===== config.mk =====
export PLATFORM = sky130hd
export DESIGN_NAME = fp_unit
export DESIGN_NICKNAME = d
export VERILOG_FILES = /design/src/hw/fp_format_pkg.sv /design/src/hw/fp_isa_pkg.sv /design/src/hw/fp_cmp_sign.sv /design/src/hw/fp_decode.sv /design/src/hw/fp_f2i.sv /design/src/hw/fp_i2f.sv /design/src/hw/fp_scaleb.sv /design/src/hw/fp_unit.sv /design/src/hw/fp_writeback.sv
export SDC_FILE = /design/constraint.sdc
export NUM_CORES = 1
export LEC_CHECK = 0
export BUFFER_PORTS_ARGS = -buffer_cell sky130_fd_sc_hd__clkbuf_2
export CORE_MARGIN = 8
export CORE_UTILIZATION = 51
export DETAILED_ROUTE_END_ITERATION = 8
export GPL_TIMING_DRIVEN = 0
export HOLD_SLACK_MARGIN = 0.02
export PLACE_DENSITY = 0.81
export SYNTH_ARGS = -nofsm -noshare
export SYNTH_HDL_FRONTEND = slang
export SYNTH_SLANG_ARGS = --single-unit
export TNS_END_PERCENT = 5

===== constraint.sdc =====
create_clock -name clk -period 19.4 [get_ports clk]
set_input_delay 1.94 -clock clk [delete_from_list [all_inputs] [get_ports clk]]
set_output_delay 1.94 -clock clk [all_outputs]
set_load 0.05 [all_outputs]

===== src/hw/fp_format_pkg.sv =====
/*
 * Single-precision number format for the floating-point execute unit.
 * Field widths, exponent bias, special encodings and rounding modes.
 */
package fp_format_pkg;

	// ==============================
	// Field layout
	// ==============================
	localparam int FP_WID   = 32;
	localparam int EXP_WID  = 8;
	localparam int MAN_WID  = 23;
	localparam int EXP_BIAS = 127;

	// ==============================
	// Special values
	// ==============================
	localparam logic [31:0] FP_QNAN    = 32'h7FC00000;
	localparam logic [31:0] FP_INF_POS = 32'h7F800000;
	// Plus one, used to build the result of the sign operation
	localparam logic [31:0] FP_ONE_POS = 32'h3F800000;
	localparam logic [31:0] INT_MAX    = 32'h7FFFFFFF;
	localparam logic [31:0] INT_MIN    = 32'h80000000;

	// Rounding modes as carried in the rm field
	localparam logic [2:0] RM_RNE = 3'd0;
	localparam logic [2:0] RM_RTZ = 3'd1;
	localparam logic [2:0] RM_RDN = 3'd2;
	localparam logic [2:0] RM_RUP = 3'd3;
	localparam logic [2:0] RM_RMM = 3'd4;

endpackage


===== src/hw/fp_isa_pkg.sv =====
/*
 * Instruction set definitions for the floating-point execute unit.
 * Holds the major opcode, the func2 and func1 codes, the instruction
 * word with its two decode views and the decoded operation codes.
 */
package fp_isa_pkg;

	// ==============================
	// Major opcode and func2 codes
	// ==============================
	localparam logic [6:0] OP_FLT2    = 7'h52;
	localparam logic [5:0] FN_FLT1    = 6'h01;
	localparam logic [5:0] FN_FSEQ    = 6'h08;
	localparam logic [5:0] FN_FSNE    = 6'h09;
	localparam logic [5:0] FN_FSLT    = 6'h0A;
	localparam logic [5:0] FN_FSLE    = 6'h0B;
	localparam logic [5:0] FN_FCMP    = 6'h0C;
	localparam logic [5:0] FN_FSCALEB = 6'h10;

	// func1 codes live in the rs2 slot of one-operand instructions
	localparam logic [5:0] FN_FABS    = 6'h00;
	localparam logic [5:0] FN_FNEG    = 6'h01;
	localparam logic [5:0] FN_FSIGN   = 6'h02;
	localparam logic [5:0] FN_ISNAN   = 6'h03;
	localparam logic [5:0] FN_FINITE  = 6'h04;
	localparam logic [5:0] FN_FTOI    = 6'h08;
	localparam logic [5:0] FN_ITOF    = 6'h09;

	// Same 32 bits, read as a two-operand or a one-operand format
	// The f1 view only means something when func2 is FN_FLT1
	typedef union packed {
		struct packed {
			logic [5:0] func2;
			logic       resv;
			logic [5:0] rs2;
			logic [5:0] rs1;
			logic [5:0] rd;
			logic [6:0] opcode;
		} f2;
		struct packed {
			logic [5:0] func2;
			logic       resv;
			logic [5:0] func1;
			logic [5:0] rs1;
			logic [5:0] rd;
			logic [6:0] opcode;
		} f1;
	} instr_t;

	// Decoded operation carried down the pipeline
	typedef enum logic [3:0] {
		OPS_NONE, OPS_FABS, OPS_FNEG, OPS_FSIGN, OPS_ISNAN, OPS_FINITE,
		OPS_FSEQ, OPS_FSNE, OPS_FSLT, OPS_FSLE, OPS_FCMP,
		OPS_FSCALEB, OPS_FTOI, OPS_ITOF
	} op_sel_e;

endpackage


===== src/hw/fp_cmp_sign.sv =====
/*
 * Sign, classification and compare unit.
 * Produces absolute value, negation, sign, NaN and finite tests and the
 * compare word for one operand pair, registered in one cycle.
 */
module fp_cmp_sign
	import fp_format_pkg::*;
(
	input  logic        clk,
	input  logic        rst,
	input  logic [31:0] a,
	input  logic [31:0] b,
	output logic [31:0] abs_o,
	output logic [31:0] neg_o,
	output logic [31:0] sign_o,
	output logic [31:0] class_o,
	output logic [31:0] cmp_o
);

	logic a_s, b_s, a_nan, b_nan, a_zero, b_zero, a_fin;
	logic [30:0] a_mag, b_mag;
	logic unord, eq, lt;
	logic [31:0] sign_nxt;

	always_comb begin
		a_s    = a[FP_WID-1];
		b_s    = b[FP_WID-1];
		a_fin  = ~&a[30:MAN_WID];
		a_nan  = &a[30:MAN_WID] && |a[MAN_WID-1:0];
		b_nan  = &b[30:MAN_WID] && |b[MAN_WID-1:0];
		// A zero exponent covers subnormals too, which count as zero here
		a_zero = ~|a[30:MAN_WID];
		b_zero = ~|b[30:MAN_WID];
		a_mag  = a_zero ? 31'd0 : a[30:0];
		b_mag  = b_zero ? 31'd0 : b[30:0];
		unord  = a_nan | b_nan;

		// Plus and minus zero are equal since both magnitudes are cleared
		eq = (a_zero && b_zero) || (a_s == b_s && a_mag == b_mag);
		if (a_zero && b_zero)
			lt = 1'b0;
		else if (a_s != b_s)
			lt = a_s;
		else if (a_s)
			lt = a_mag > b_mag;
		else
			lt = a_mag < b_mag;

		// Sign gives a unit value with the operand's sign
		if (a_nan)
			sign_nxt = FP_QNAN;
		else if (a_zero)
			sign_nxt = {a_s, 31'd0};
		else
			sign_nxt = {a_s, FP_ONE_POS[30:0]};
	end

	always_ff @(posedge clk, posedge rst) begin
		if (rst) begin
			abs_o   <= '0;
			neg_o   <= '0;
			sign_o  <= '0;
			class_o <= '0;
			cmp_o   <= '0;
		end else begin
			abs_o   <= {1'b0, a[30:0]};
			neg_o   <= {~a_s, a[30:0]};
			sign_o  <= sign_nxt;
			class_o <= {30'd0, a_fin, a_nan};
			// Any NaN kills the ordered results and raises unordered
			cmp_o   <= {27'd0, unord, 1'b0, ~unord & (lt | eq), ~unord & lt, ~unord & eq};
		end
	end

endmodule


===== src/hw/fp_decode.sv =====
/*
 * Decode stage of the floating-point execute unit.
 * Turns the instruction word into an operation code and registers it
 * together with the operands, the rounding mode and the valid bit.
 */
module fp_decode
	import fp_isa_pkg::*;
(
	input  logic        clk,
	input  logic        rst,
	input  logic        valid,
	input  instr_t      ir,
	input  logic [2:0]  rm,
	input  logic [31:0] a,
	input  logic [31:0] b,
	output logic        d_valid,
	output op_sel_e     d_op,
	output logic [2:0]  d_rm,
	output logic [31:0] d_a,
	output logic [31:0] d_b
);

	op_sel_e op_nxt;

	// Only the two-operand opcode is known, everything else is OPS_NONE
	always_comb begin
		op_nxt = OPS_NONE;
		if (ir.f2.opcode == OP_FLT2) begin
			case (ir.f2.func2)
				FN_FLT1: begin
					// One-operand group, the rs2 slot now holds func1
					case (ir.f1.func1)
						FN_FABS:   op_nxt = OPS_FABS;
						FN_FNEG:   op_nxt = OPS_FNEG;
						FN_FSIGN:  op_nxt = OPS_FSIGN;
						FN_ISNAN:  op_nxt = OPS_ISNAN;
						FN_FINITE: op_nxt = OPS_FINITE;
						FN_FTOI:   op_nxt = OPS_FTOI;
						FN_ITOF:   op_nxt = OPS_ITOF;
						default:   op_nxt = OPS_NONE;
					endcase
				end
				FN_FSCALEB: op_nxt = OPS_FSCALEB;
				FN_FSEQ:    op_nxt = OPS_FSEQ;
				FN_FSNE:    op_nxt = OPS_FSNE;
				FN_FSLT:    op_nxt = OPS_FSLT;
				FN_FSLE:    op_nxt = OPS_FSLE;
				FN_FCMP:    op_nxt = OPS_FCMP;
				default:    op_nxt = OPS_NONE;
			endcase
		end
	end

	// Control state
	always_ff @(posedge clk, posedge rst) begin
		if (rst) begin
			d_valid <= 1'b0;
			d_op    <= OPS_NONE;
		end else begin
			d_valid <= valid;
			d_op    <= op_nxt;
		end
	end

	// Operands follow the op code without a reset
	always_ff @(posedge clk) begin
		d_rm <= rm;
		d_a  <= a;
		d_b  <= b;
	end

endmodule


===== src/hw/fp_f2i.sv =====
/*
 * Float to signed 32-bit integer conversion.
 * Truncates toward zero and saturates out-of-range values and NaN.
 */
module fp_f2i
	import fp_format_pkg::*;
(
	input  logic        clk,
	input  logic        rst,
	input  logic [31:0] a,
	output logic [31:0] o
);

	logic        a_s, a_nan;
	logic [7:0]  a_exp;
	logic [7:0]  ue;
	logic [31:0] sig;
	logic [31:0] mag;
	logic [31:0] res;

	always_comb begin
		a_s   = a[FP_WID-1];
		a_exp = a[30:MAN_WID];
		a_nan = &a_exp && |a[MAN_WID-1:0];
		// Unbiased exponent, only read once a_exp is at least the bias
		ue    = a_exp - 8'(EXP_BIAS);
		sig   = {8'd0, 1'b1, a[MAN_WID-1:0]};

		// Move the hidden one to bit ue, dropping the fraction bits
		if (ue >= 8'(MAN_WID))
			mag = sig << (ue - 8'(MAN_WID));
		else
			mag = sig >> (8'(MAN_WID) - ue);

		if (a_nan)
			res = INT_MAX;
		else if (a_exp < 8'(EXP_BIAS))
			// Magnitude below one, including zeros and subnormals
			res = '0;
		else if (ue >= 8'd31)
			// 2^31 and beyond saturate, which also catches infinity
			res = a_s ? INT_MIN : INT_MAX;
		else
			res = a_s ? (~mag + 32'd1) : mag;
	end

	always_ff @(posedge clk, posedge rst) begin
		if (rst)
			o <= '0;
		else
			o <= res;
	end

endmodule


===== src/hw/fp_i2f.sv =====
/*
 * Signed 32-bit integer to float conversion.
 * Normalizes on the leading one and rounds the significand by the
 * rounding mode, using guard and sticky bits.
 */
module fp_i2f
	import fp_format_pkg::*;
(
	input  logic        clk,
	input  logic        rst,
	input  logic [31:0] a,
	input  logic [2:0]  rm,
	output logic [31:0] o
);

	logic        s;
	logic [31:0] mag;
	logic [4:0]  lz;
	logic [31:0] norm;
	logic        lsb, guard, sticky, inc;
	logic [24:0] sum;
	logic        carry;
	logic [7:0]  e_fin;
	logic [31:0] res;

	always_comb begin
		s   = a[31];
		// The most negative value maps onto 2^31, which still fits unsigned
		mag = s ? (~a + 32'd1) : a;

		// Leading zero count, the highest set bit wins
		lz = 5'd0;
		for (int i = 0; i < 32; i++) begin
			if (mag[i])
				lz = 5'(31 - i);
		end

		norm   = mag << lz;
		lsb    = norm[8];
		guard  = norm[7];
		sticky = |norm[6:0];

		case (rm)
			RM_RTZ:  inc = 1'b0;
			RM_RDN:  inc = s & (guard | sticky);
			RM_RUP:  inc = ~s & (guard | sticky);
			RM_RMM:  inc = guard;
			// RM_RNE and any undefined code round to nearest even
			default: inc = guard & (sticky | lsb);
		endcase

		sum   = {1'b0, norm[31:8]} + {24'd0, inc};
		carry = sum[24];
		// Leading one at bit 31 means an exponent of bias plus 31
		e_fin = 8'(EXP_BIAS + 31) - {3'd0, lz} + {7'd0, carry};

		if (mag == '0)
			res = '0;
		else if (carry)
			res = {s, e_fin, sum[23:1]};
		else
			res = {s, e_fin, sum[MAN_WID-1:0]};
	end

	always_ff @(posedge clk, posedge rst) begin
		if (rst)
			o <= '0;
		else
			o <= res;
	end

endmodule


===== src/hw/fp_scaleb.sv =====
/*
 * Scale-by-power-of-two unit.
 * Adds a signed integer to the exponent of a float, saturating to
 * infinity on overflow and flushing to signed zero on underflow.
 */
module fp_scaleb
	import fp_format_pkg::*;
(
	input  logic        clk,
	input  logic        rst,
	input  logic [31:0] a,
	input  logic [31:0] b,
	output logic [31:0] o
);

	logic               a_s;
	logic [7:0]         a_exp;
	logic [22:0]        a_man;
	logic signed [33:0] e_sum;
	logic [31:0]        res;

	always_comb begin
		a_s   = a[FP_WID-1];
		a_exp = a[30:MAN_WID];
		a_man = a[MAN_WID-1:0];
		// Wide sum so that any 32-bit scale factor cannot wrap
		e_sum = $signed({26'd0, a_exp}) + $signed({{2{b[31]}}, b});

		if (&a_exp) begin
			// NaN and infinity pass untouched
			res = a;
		end else if (a_exp == '0) begin
			// Zero keeps its sign, a subnormal becomes that same signed zero
			res = {a_s, 31'd0};
		end else if (e_sum >= 34'sd255) begin
			res = {a_s, FP_INF_POS[30:0]};
		end else if (e_sum <= 34'sd0) begin
			// Results that would be subnormal flush to zero
			res = {a_s, 31'd0};
		end else begin
			res = {a_s, e_sum[EXP_WID-1:0], a_man};
		end
	end

	always_ff @(posedge clk, posedge rst) begin
		if (rst)
			o <= '0;
		else
			o <= res;
	end

endmodule


===== src/hw/fp_unit.sv =====
/*
 * Floating-point execute unit, top level.
 * Decode, four parallel execute units and writeback, with a fixed
 * latency of three cycles and one operation accepted per clock.
 */
module fp_unit
	import fp_isa_pkg::*;
(
	input  logic        clk,
	input  logic        rst,
	input  logic        valid,
	input  logic [31:0] ir,
	input  logic [2:0]  rm,
	input  logic [31:0] a,
	input  logic [31:0] b,
	output logic [31:0] o,
	output logic        done
);

	logic        d_valid;
	op_sel_e     d_op;
	logic [2:0]  d_rm;
	logic [31:0] d_a, d_b;
	logic [31:0] abs_o, neg_o, sign_o, class_o, cmp_o;
	logic [31:0] scale_o, f2i_o, i2f_o;

	// ==============================
	// Stage 1
	// ==============================
	fp_decode u_decode (
		.clk(clk), .rst(rst), .valid(valid), .ir(ir), .rm(rm), .a(a), .b(b),
		.d_valid(d_valid), .d_op(d_op), .d_rm(d_rm), .d_a(d_a), .d_b(d_b)
	);

	// ==============================
	// Stage 2
	// ==============================
	fp_cmp_sign u_cmp_sign (
		.clk(clk), .rst(rst), .a(d_a), .b(d_b),
		.abs_o(abs_o), .neg_o(neg_o), .sign_o(sign_o),
		.class_o(class_o), .cmp_o(cmp_o)
	);

	fp_scaleb u_scaleb (.clk(clk), .rst(rst), .a(d_a), .b(d_b), .o(scale_o));

	fp_f2i u_f2i (.clk(clk), .rst(rst), .a(d_a), .o(f2i_o));

	fp_i2f u_i2f (.clk(clk), .rst(rst), .a(d_a), .rm(d_rm), .o(i2f_o));

	// Stage 3, which also holds the op code carry register
	fp_writeback u_writeback (
		.clk(clk), .rst(rst), .x_valid(d_valid), .x_op(d_op),
		.abs_o(abs_o), .neg_o(neg_o), .sign_o(sign_o), .class_o(class_o),
		.cmp_o(cmp_o), .scale_o(scale_o), .f2i_o(f2i_o), .i2f_o(i2f_o),
		.o(o), .done(done)
	);

endmodule


===== src/hw/fp_writeback.sv =====
/*
 * Writeback stage of the floating-point execute unit.
 * Lines the op code up with the unit results, selects one and
 * registers it as the output word together with done.
 */
module fp_writeback
	import fp_isa_pkg::*;
	import fp_format_pkg::*;
(
	input  logic              clk,
	input  logic              rst,
	input  logic              x_valid,
	input  op_sel_e           x_op,
	input  logic [FP_WID-1:0] abs_o,
	input  logic [FP_WID-1:0] neg_o,
	input  logic [FP_WID-1:0] sign_o,
	input  logic [FP_WID-1:0] class_o,
	input  logic [FP_WID-1:0] cmp_o,
	input  logic [FP_WID-1:0] scale_o,
	input  logic [FP_WID-1:0] f2i_o,
	input  logic [FP_WID-1:0] i2f_o,
	output logic [FP_WID-1:0] o,
	output logic              done
);

	logic              w_valid;
	op_sel_e           w_op;
	logic [FP_WID-1:0] sel;

	// ==============================
	// Result select
	// ==============================
	always_comb begin
		case (w_op)
			OPS_FABS:    sel = abs_o;
			OPS_FNEG:    sel = neg_o;
			OPS_FSIGN:   sel = sign_o;
			OPS_ISNAN:   sel = {{(FP_WID-1){1'b0}}, class_o[0]};
			OPS_FINITE:  sel = {{(FP_WID-1){1'b0}}, class_o[1]};
			OPS_FSEQ:    sel = {{(FP_WID-1){1'b0}}, cmp_o[0]};
			OPS_FSNE:    sel = {{(FP_WID-1){1'b0}}, ~cmp_o[0]};
			OPS_FSLT:    sel = {{(FP_WID-1){1'b0}}, cmp_o[1]};
			OPS_FSLE:    sel = {{(FP_WID-1){1'b0}}, cmp_o[2]};
			OPS_FCMP:    sel = cmp_o;
			OPS_FSCALEB: sel = scale_o;
			OPS_FTOI:    sel = f2i_o;
			OPS_ITOF:    sel = i2f_o;
			default:     sel = '0;
		endcase
	end

	// The w_ pair matches the units' own result registers
	always_ff @(posedge clk, posedge rst) begin
		if (rst) begin
			w_valid <= 1'b0;
			w_op    <= OPS_NONE;
			o       <= '0;
			done    <= 1'b0;
		end else begin
			w_valid <= x_valid;
			w_op    <= x_op;
			o       <= sel;
			done    <= w_valid;
		end
	end

endmodule


======== Word-level counts from Yosys, hierarchy flattened ========
Cells that the tools add are included.
storage, ports and cells
  bits in registers ....................... 307
  input bits .............................. 102
  output and inout port bits .............. 33
  logic and storage cells ................. 160
cells by class
  add/subtract/negate cells ............... 9
  $lt $le $gt $ge ......................... 7
  equal/unequal tests ..................... 34
  shifts and indexed selects .............. 3
  muxes and demuxes ....................... 57
  bitwise operators ....................... 15
  reduce and logical (&&, ||, !) cells .... 18
operator list
  operator               number
  $pmux 32 s13           1
  $mux 32                9
  $mux 31                6
  $mux 5                 32
  $add 32x1->32 const B  2
  $not 32->32            2
  $pmux 4 s7             2
  $reduce_or 23->1       2
  $eq 6x4->1 const B     7
  $ge 34x9->1 const B    1
  $le 34x1->1 const B    1
  $add 9x32->33          1
  $logic_not 32->1       1
  $shl 24x8->32          1
  $shl 32x5->32          1
  $shr 24x8->32          1
  $eq 31x31->1           1
  $gt 31x31->1           1
  $lt 31x31->1           1
  $mux 30                1
  $add 24x1->25          1
  $eq 4x4->1 const B     6
  $mux 23                1
  $eq 4x3->1 const B     4
  33 further kinds       57

======== Longest topological paths before layout ========
  depth in word-level cells ............... 43
  mapped depth ............................ 37
  depth with buffers taken out ............ 29

======== By module ========
Synthesis repeated with hierarchy kept, for this count alone.
second synthesis, totals
  cell total of the unflattened synthesis .. 2600
  area, all modules ....................... 22350.2 um2
by module, submodules not included
  module        instances  cells each  area an instance (um2)  seq. area each (um2)
  fp_i2f        1          899         6675.2                  800.8
  fp_f2i        1          725         5849.4                  800.8
  fp_cmp_sign   1          355         3159.3                  1001.0
  fp_writeback  1          276         2751.4                  950.9
  fp_scaleb     1          230         2182.1                  800.8
  fp_decode     1          115         1732.9                  1466.4

======== Worst setup path before layout ========
No wires, ideal clock.
  path type ............................... register to register
  start ................................... register u_decode.d_a[0]
  end ..................................... register u_i2f.o[27]
  setup time .............................. 118 ps
  arrival ................................. 6603 ps
  required time ........................... 19282 ps
  slack ................................... 12679 ps
  cell stages (with the launch flop) ...... 37
  path buffers ............................ 7
  period minus slack after synthesis ...... 6721 ps
  cells stage by stage .................... dfxtp_1 buf_2 clkbuf_1 inv_1 ha_1 clkbuf_1 or4b_2 nor4_4 a21oi_2 mux2i_1 a32oi_1 or4b_4 a211o_4 nand2_4 inv_2 buf_6 buf_2 buf_4 o211ai_1 o31ai_1 a41oi_1 a211o_1 maj3_1 a21oi_1 nor2_1 ha_1 ha_1 nand4_1 nor4_1 buf_2 and3_1 nand3_1 ha_1 ha_1 nand2_1 nor2_1 a21o_1
on the way
  word-level cells in the longest chain between the ends .. 43
  elaborated cells on any way between the ends .. 48
  those cells by class .................... add/sub (4); shift (1); mux (35); bitwise (6); reduce/logical (2)
ends and longest elaborated chain
  item                                   RTL line                                  source
  start: declaration                     fp_decode.sv:19                           output logic [31:0] d_a,
  start signal: assignment               fp_decode.sv:68                           d_a <= a;
  $not 32->32                            fp_i2f.sv:29                              mag = s ? (~a + 32'd1) : a;
  $add 32x1->32                          fp_i2f.sv:29
  $mux 32 (*)                            fp_i2f.sv:29
  $mux 5 (32 in a row)                   fp_i2f.sv:34                              if (mag[i])
  $shl 32x5->32                          fp_i2f.sv:38                              norm = mag << lz;
  $reduce_or 7->1                        fp_i2f.sv:41                              sticky = |norm[6:0];
  $or 1x1->1, on equally long branches   fp_i2f.sv:49, fp_i2f.sv:45, fp_i2f.sv:46
  $and 1x1->1, on equally long branches  fp_i2f.sv:49, fp_i2f.sv:45, fp_i2f.sv:46
  $pmux 1 s4                             fp_i2f.sv:43                              case (rm)
  $add 24x1->25                          fp_i2f.sv:52                              sum = {1'b0, norm[31:8]} + {24'd0, inc};
  $add 8x1->8                            fp_i2f.sv:55                              e_fin = 8'(EXP_BIAS + 31) - {3'd0, lz} + {7'd0, carry};
  $mux 32 (*)                            fp_i2f.sv:57                              if (mag == '0)
  via u_i2f.res[27]                      fp_i2f.sv:24                              logic [31:0] res;
  end signal: assignment                 fp_i2f.sv:69                              o <= res;
  end: declaration                       fp_i2f.sv:13                              output logic [31:0] o
The timed path passes the listed nets; every way through them passes the cells marked *.

======== Final worst setup path ========
Same ends and word-level chain as after synthesis.

==> results by group <==
Logic synthesis
  • Post-synth cell types: 112
  • Largest cells by area after synthesis: dfrtp_1, dfxtp_1, nand2_1, mux4_2, a21oi_1
  • Asr flop ratio synth: 0.728
  • Top FF cell, synth: dfrtp_1
  • Avg Cell Area, Syn: 8.33 um^2
  • Top cell type's share of synthesized area: 0.234
  • Mapped Cells: 2301
  • Leading area contributor after synthesis: dfrtp_1
  • Mapped Area: 19200 um^2
  • Sequential area share after synthesis: 0.304
  • Yosys warning count: 0
  • Syn Nets: 2458
  • Yosys reg bits: 246
  • EDFF count, synth: 0

CTS
  • H-Tree Depth: 1
  • CTS Buf Count: 27
  • Clk slew on worst S/H paths: 0.06 ns
  • CTS tree: yes
  • Root Driver: clkbuf_16
  • Post-CTS sizing: 0
  • Longest Clk Path Bufs: 3
  • Clock tree sinks: 246
  • Setup Buffers After CTS: 0
  • Latest clock arrival within the worst-skew pair: 0.57 ns
  • Hold_buf cts: 0

STA
  • Max-slew violations: 0
  • TNS Setup: 0 ns
  • Clk_skew: 0.0143 ns
  • Final setup vio count: 0
  • RSZ-0062 raised after global routing: no
  • Setup ws final: 9.52 ns
  • Tcrit/Tclk final: 0.509
  • F_max: 101 MHz
  • Final Hold Fails: 0
  • Minimum clock period: 9.88 ns
  • Rel. slew slack: 0.139
  • Worst Tran Pin Value: 1.28 ns
  • Hold slack: 0.348 ns

GRT
  • Grt met3 use: 0.114
  • First-pass GRT wire length: 125000 um
  • GRT met1 Usage: 0.503
  • Global route total overflow: 0
  • M2 GR Usage: 0.542
  • Largest net degree at the start of global routing: 107
  • Initial antenna violation count: 5
  • Top Usage Layer GRT: met2
  • Vias in the first global route: 19.8k
  • GRT Overall Usage: 0.373

Drt
  • WL final: 85100 um
  • Vias/cell: 7.08
  • Drt pass-1 iters: 6
  • WL per Instance: 28.9 um
  • # DRC: 0
  • Vias: 20.9k
  • Routed Antenna Nets: 0
  • Iter 0 DRT Violations: 3301

Status
  • Status: finished, final reports clean

Critical path
  • Most used cell along the critical path: ha_1
  • Slowest Stage Delay on Critical Path: 0.69 ns
  • Crit path max-delay cell type: clkbuf_1
  • Setup CP Type: register to register
  • CP required: 19.86 ns
  • Worst EP arrival: 10.34 ns
  • Critical path startpoint category: register
  • CP max FO: 10
  • Critical Path Sink Type: register

Worst hold path
  • Path type of the worst min-delay path: register to register

Placed design
  • # port buffers: 119
  • Hpwl dp: 65500 um
  • GP Congestion: 1.12
  • Placement Cell Area: 20400 um^2
  • Pre-CTS setup slack: 10.08 ns

Layout
  • Design area: 21400 um^2
  • Area growth syn-to-layout: 11.7%
  • NumNets Final: 2608
  • Final Core Density: 0.574
  • ANT cells: 0
  • Layout cells sized above 1: 0.132

Job
  • # Max-Cap Violations: 0

Die
  • Initial Util: 0.514
  • Core Footprint: 37300 um^2
  • Number of cell rows: 71
  • Io pins: 135
  • Die Wd: 210 um
  • Die area: 44000 um^2
  • Die Ht: 210 um

Pwr
  • P_leak: 0.00901 uW
  • Worst IR Drop VDD: 0.0926 mV
  • PD cells: 78.3 nW/um^2
## metrics by stage
step / power, uW / std cells
after global placement: 1070 / 2894
final: 1680 / 2946
after detailed placement: 1070 / 2896
after global routing: 1730 / 2946
after CTS: 1650 / 2946
after floorplan: 903 / 2301
## final timing paths
path                                  startpoint                   to  slack, ns  depth (start not counted)
worst max register to register   u_decode.d_a[0]          u_i2f.o[27]       9.52                         33
min in group asynchronous                    rst          u_i2f.o[19]       1.42                          2
worst min-delay path            u_decode.d_op[1]  u_writeback.w_op[1]       0.35                          0
worst max-delay path             u_decode.d_a[0]          u_i2f.o[27]       9.52                         33
worst min register to register  u_decode.d_op[1]  u_writeback.w_op[1]       0.35                          0
max in group asynchronous                    rst  u_cmp_sign.cmp_o[1]      17.10                          3
## cell usage in the layout (no fill, tap or decap), types with 45 or more instances in the layout
| master | synthesis | routed |
|---|---|---|
| nand2_1 | 263 | 263 |
| nor2_1 | 184 | 184 |
| dfrtp_1 | 179 | 179 |
| a21oi_1 | 144 | 144 |
| clkbuf_1 | 137 | 143 |
| clkbuf_2 | 0 | 119 |
| o21ai_0 | 109 | 109 |
| nand3_1 | 78 | 78 |
| nor3_1 | 68 | 68 |
| dfxtp_1 | 67 | 67 |
| xnor2_1 | 62 | 62 |
| mux2i_1 | 62 | 62 |
| inv_1 | 59 | 58 |
| a22oi_1 | 57 | 57 |
| ha_1 | 54 | 54 |
| and2_1 | 45 | 45 |
## flip-flops by register name, indices dropped and copies added, names as in the netlist, 32 cells and up
register	flops
u_decode.d_b	32
u_f2i.o	32
u_i2f.o	32
u_writeback.o	32
u_cmp_sign.neg_o	32
u_scaleb.o	32
u_decode.d_a	32
## cell usage after synthesis (all sizes together), types with 17 or more instances
library cell	number
o21ai	115
a221oi	19
a211oi	25
dfrtp	179
nand4	44
o31ai	23
and3	23
nor2	187
buf	50
mux4	42
nand3	79
nor4	42
a31oi	24
a21oi	146
dfxtp	67
a22oi	58
o211ai	41
inv	61
nor3	71
xor2	28
clkbuf	137
nand2	264
or2	17
or3	21
ha	54
o21a	20
and2	45
nor2b	33
mux2i	63
xnor2	62
## power by group
group	internal [uW]	total [uW]	switching, uW	leakage (uW)
Sequential	544	574	29.3	0.00283
Combinational	174	522	347	0.00570
Clock	357	581	224	0.000490
Total	1080	1680	600	0.00901
## worst max-delay path, delay by kind of cell, from the launching register on
kind                       cells  cell delay, ns
buffers and inverters          9            3.75
and+or+nand+nor               12            2.85
adders and majority gates      6            1.27
AOI/OAI and AO/OA              6            1.46
DFF                            1            0.37
## final cells by class
cell class | instances | area [um^2]
well taps | 474 | 593
clock inverters | 16 | 289
inverters | 61 | 239
repair buffers | 121 | 631
clock buffers | 34 | 712
fillers | 3381 | 15900
plain buffers | 187 | 783
flip-flops and latches | 246 | 5820
multi-input cells | 1807 | 12300
## kinds of logic after synthesis
kind of cell	Yosys count	synth area share
AO/OA/AOI/OAI	644	0.234
XOR/XNOR	90	0.0411
adder cells (fa/ha/maj)	56	0.0368
buffers and inverters	248	0.0530
flip-flops	246	0.304
multiplexers	118	0.0901
AND/OR/NAND/NOR	899	0.241
## metal layers
layer  vias to the layer above  share of wire
li1                       8875              -
met1                     10000           0.40
met2                      1644           0.41
met3                       313           0.14
met4                         4          0.055
met5                         -        0.00032
No activity file was read; power rests on OpenSTA's default activity.
